<file path="config.mk">
export PLATFORM = sky130hd
export DESIGN_NAME = ipv4_hdr_checksum
export DESIGN_NICKNAME = d
export VERILOG_FILES = /design/src/design/ipv4_tx_pkg.sv /design/src/design/ipv4_hdr_checksum.sv
export SDC_FILE = /design/constraint.sdc
export NUM_CORES = 1
export LEC_CHECK = 0
export ABC_CLOCK_PERIOD_IN_PS = 3900
export BUFFER_PORTS_ARGS = -buffer_cell sky130_fd_sc_hd__buf_2
export CAP_MARGIN = 25
export CELL_PAD_IN_SITES_DETAIL_PLACEMENT = 2
export CELL_PAD_IN_SITES_GLOBAL_PLACEMENT = 2
export CORE_UTILIZATION = 35
export CTS_CLUSTER_DIAMETER = 100
export CTS_CLUSTER_SIZE = 8
export DETAILED_ROUTE_END_ITERATION = 16
export PLACE_DENSITY_LB_ADDON = 0.1
export SLEW_MARGIN = 10
export SYNTH_ARGS = -nofsm -noshare
export SYNTH_HDL_FRONTEND = slang
export SYNTH_SLANG_ARGS = --single-unit
</file>
<file path="constraint.sdc">
create_clock -name clk -period 3.9 [get_ports clk]
set_clock_uncertainty 0.15 [all_clocks]
set_input_delay 0.39 -clock clk [delete_from_list [all_inputs] [get_ports clk]]
set_output_delay 0.39 -clock clk [all_outputs]
set_load 0.01 [all_outputs]
</file>
<file path="src/design/ipv4_tx_pkg.sv">
package ipv4_tx_pkg;

  typedef logic [31:0] ipv4_addr_t;
  typedef logic [47:0] mac_addr_t;
  typedef logic [15:0] len_t;
  typedef logic [7:0]  byte_t;

  localparam int    IPV4_HDR_LEN   = 20;
  localparam byte_t IPV4_VER_IHL   = 8'h45; // Version 4, five words.
  localparam logic [15:0] ETHERTYPE_IPV4 = 16'h0800;
  localparam int    CKS_LAT        = 3;
  localparam int    ARP_ENTRIES    = 4;
  localparam int    PLD_DEPTH      = 2048;

  // One entry per datagram from the client.
  typedef struct packed {
    ipv4_addr_t  dst_ip;
    logic [15:0] id;
    logic [7:0]  ttl;
    logic [7:0]  proto;
    logic        df;
    len_t        pld_len;
    mac_addr_t   dst_mac;
    logic        mac_known; // Low means look up dst_ip in the ARP cache.
  } ipv4_meta_t;

  typedef struct packed {
    ipv4_addr_t src_ip;
    mac_addr_t  src_mac;
  } dev_t;

  typedef struct packed {
    mac_addr_t   dst_mac;
    mac_addr_t   src_mac;
    logic [15:0] ethertype;
  } eth_hdr_t;

  typedef struct packed {
    byte_t dat;
    logic  val;
    logic  sof;
    logic  eof;
  } mac_strm_t;

  typedef enum logic [2:0] {
    idle_s,
    arp_s,
    drain_s,
    prep_s,
    stream_s
  } tx_state_t;

endpackage

</file>
<file path="src/design/ipv4_hdr_checksum.sv">
`timescale 1ns/1ps

module ipv4_hdr_checksum (
  input  logic                                           clk,
  input  logic                                           fsm_rst,
  input  ipv4_tx_pkg::byte_t [ipv4_tx_pkg::IPV4_HDR_LEN-1:0] hdr,
  output logic [15:0]                                    cks
);

  logic [4:0][16:0] sum_s1; // Pairs of header words.
  logic [2:0][17:0] sum_s2;
  logic [19:0]      sum_s3;
  logic [16:0]      fold;

  always_ff @(posedge clk) begin
    if (fsm_rst) begin
      sum_s1 <= '0;
      sum_s2 <= '0;
      sum_s3 <= '0;
    end else begin
      for (int i = 0; i < 5; i++) begin
        sum_s1[i] <= {1'b0, hdr[4*i+3], hdr[4*i+2]} + {1'b0, hdr[4*i+1], hdr[4*i]};
      end
      sum_s2[0] <= {1'b0, sum_s1[0]} + {1'b0, sum_s1[1]};
      sum_s2[1] <= {1'b0, sum_s1[2]} + {1'b0, sum_s1[3]};
      sum_s2[2] <= {1'b0, sum_s1[4]}; // Odd word out waits a stage.
      sum_s3    <= {2'b00, sum_s2[0]} + {2'b00, sum_s2[1]} + {2'b00, sum_s2[2]};
    end
  end

  // End-around carry, folded twice since the first fold can carry again.
  assign fold = {1'b0, sum_s3[15:0]} + {13'b0, sum_s3[19:16]};
  assign cks  = ~(fold[15:0] + {15'b0, fold[16]});

endmodule

</file>
==> implementation parameters <==
Parameter                              Value

Status
  Outcome ... completed

Global route
  Largest net degree at the start of global routing ... 62
  Wire length of the first global-routing pass ... 50.9 mm
  Aggregate global routing overflow ... 0
  Via count of the first global-routing pass ... roughly 10000
  Total global-route track usage ... between 20% and 30%
  Number of antenna violations at the first check in global routing ... 1

Route
  Met2 layer wire length in the routed design ... about 15 mm
  Vias after detailed routing ... roughly 9000
  Remaining design rule violation count ... 0
  Total routed wirelength ... approximately 31 mm
  Drt first pass iters ... 4
  Remaining antenna violation count ... 0
  Uppermost routed layer ... met4
  Vias per Instance ... 5.17
  Met3 WL ... about 790 microns
  Met1 WL ... around 15 mm
  Routed length per instance ... about 17 microns
  Detailed router's first-iteration violation count ... 182

Logic synthesis
  Top cells by area, synth ... dfxtp_1 (30%), ha_1 (16%), nor2_1 (5.6%), xnor2_1 (4.9%), fa_1 (4.9%)
  Top-area cell type share of the netlist area ... between 20% and 30%
  Post-synthesis sequential element count ... ~160
  Post-synthesis cell type count ... between 60 and 70
  Sequential element share of the synthesized area ... 29.8%
  Largest area contributor in the synthesized netlist ... dfxtp_1
  Async SR Flop Fraction ... 0%
  Number of warnings printed during yosys synthesis ... 0
  Post-synth top cells ... nor2_1 (159), dfxtp_1 (158), ha_1 (138)
  Netlist area before placement ... roughly 0.011 sq mm
  Syn_area_per_cell ... 8.85 sq um
  Most used standard cell by instance count after synthesis ... nor2_1
  Number of enable flip-flop cells after synthesis ... 0
  Top_reg_cell synth ... dfxtp_1
  Synthesized netlist cell count ... 1200
  Net count after synthesis ... between 1500 and 2000

STA
  Headroom to the max-slew limit ... between 40 and 50%
  Final critical-path share of the clock period ... between 90% and 100%
  Final Max Tran Viols ... 0
  Tightest Pin Transition ... around 750 ps
  Hold_ws ... approximately 170 ps
  Achievable frequency ... 264 MHz
  RSZ-0062 raised after global routing ... true
  Final-report hold violation count ... 0
  Number of setup violations in the final report ... 0
  Final min period ... 3790 ps

Setup path
  Data arrival time at the worst-slack endpoint ... between 3000 and 4000 ps
  Start point of the critical path ... sum_s3[16]$_SDFF_PP0_
  Crit Path Class ... register to output port
  Required time of the worst setup path ... ~3400 ps
  Critical-path maximum fanout ... 4
  Startpoint type of the worst setup path ... register
  End of the worst register-to-register path ... sum_s3[17]$_SDFF_PP0_
  Critical Path Sink Type ... output port
  Worst setup slack for register-to-register paths ... about 600 ps
  Launch point of the worst reg-to-reg path ... sum_s2[1]$_SDFF_PP0_
  R2R cell count ... 11

Clock network
  Clock Sink Count ... between 150 and 200
  Num CTS Buffers ... 17
  Clock transition at the registers of the reported paths ... 70 ps
  Number of buffers added to fix hold violations after cts ... 0
  CTS root buffer ... clkbuf_16
  TritonCTS clock tree ... done
  # H-tree levels ... 4
  Clock latency on the worst-skew pair ... ~420 ps
  Maximum buffer depth of the clock tree ... 2

Placed design
  Global placer's final weighted congestion ... 0.814
  Number of port buffers ... roughly 180
  Detailed placement HPWL ... approximately 24 mm

Die
  Number of rows created at floorplan ... between 60 and 70
  Die footprint ... 0.0310 sq mm
  Die width ... roughly 180 microns
  Effective utilization at floorplan ... a little over a third
  Core Footprint ... 0.0297 sq mm
  Ports placed on the boundary ... 178
  Die height ... 176 microns

Pwr
  PwrDens ... between 400 and 500 mW/mm^2
  Largest voltage drop on the vdd net ... 0.331 mV
  Reported leakage power ... between 5 and 6 nW

Cells and area
  Share of cells above drive strength 1 ... around 18%
  Relative area change from synthesis to final layout ... 19.6%
  Number of diodes added for antenna fixing ... 0
  Final core occ ... 42.7%
  Post-layout nets ... 1708

Min path
  Worst hold path endpoint ... sum_s1[68]$_SDFF_PP0_
  Min-Delay Path Class ... primary input to register
  Worst hold path cell count ... 3
  Worst min-delay path startpoint ... hdr[144]

Flow run
  Max_cap viols ... 0
## layer usage
layer | GRT usage [%] | up-vias
met1 | 26.5 | 4428
met5 | 0 | -
met4 | 6.56 | 0
met3 | 2.33 | 28
li1 | - | 4613
met2 | 35.6 | 153
## state kept, by name (all words and copies together) (netlist names)
register and cells:
sum_s2 53, sum_s1 85, sum_s3 20
## through the flow
| stage | setup WS, ps | instances | total power, W | instance area (sq um) | TNS (ps) |
|---|---|---|---|---|---|
| 3_3_place_gp | 262 | 1750 | 0.00418 | 11900 | 0 |
| 3_5_place_dp | 97.5 | 1750 | 0.00425 | 11900 | 0 |
| 6_report | 113 | 1785 | 0.00600 | 12700 | 0 |
| 2_1_floorplan | 502 | 1200 | 0.00355 | 10600 | 0 |
| 4_1_cts | 17.2 | 1782 | 0.00604 | 12600 | 0 |
| 5_1_grt | -134 | 1785 | 0.00642 | 12700 | -436 |
## worst max-delay path, cell delays in order (launching register included)
cell and delay [ps]:
dfxtp_2 350, ha_4 140, inv_2 40, fa_2 370, nor2b_2 130, o221a_1 220, nand2_2 100, nor2_4 150
ha_4 150, ha_4 140, nand2_4 60, nor3_4 240, nand3_2 160, nor3_2 240, xor2_1 160, buf_2 150
## cell families (layout without fill, tap and decap cells)
group | count (synthesis) | count (layout) | synth area share, %
flops | 158 | 158 | 29.8
xor+xnor | 109 | 109 | 8.99
compound gates | 315 | 315 | 19.4
simple gates | 379 | 379 | 17.6
buf+inv | 71 | 266 | 2.58
fa+ha+maj | 164 | 164 | 21.2
mux | 4 | 4 | 0.424
## worst max-delay path by stage
stage / endpoint
2_1_floorplan: cks[14]
3_3_place_gp: cks[14]
3_5_place_dp: cks[14]
4_1_cts: cks[11]
5_1_grt: cks[14]
6_report: cks[14]
## cell type report
type,count,area [sq um]
clock buffers,20,457
clock inverters,12,159
fillers,3395,17000
inverters,50,188
multi-input cells,971,7300
flip-flops and latches,158,3160
well taps,390,488
repair buffers,184,948
## timing repair
item                       CTS  global route
resized for setup           10            15
pin swaps                    4             9
setup endpoints to repair    9             8
gates cloned                 0             0
buffers inserted             0             2
## power breakdown
part,switching [W],internal [W]
Sequential,0.000198,0.00189
Clock,0.000664,0.00105
Combinational,0.00126,0.000945
Total,0.00212,0.00388
## layout by cell type (no fill, tap or decap), types with 13 or more instances in the layout
cell,count
a211oi_1,20
a21o_1,58
a21oi_1,83
buf_2,176
clkbuf_16,17
dfxtp_1,157
fa_1,25
ha_1,135
inv_1,49
nand2_1,42
nand2b_1,15
nand3_1,13
nor2_1,157
nor2b_1,48
nor3_1,31
o21a_1,21
o21ai_0,66
xnor2_1,60
xor2_1,49
Power figures use the tool's default switching activity.
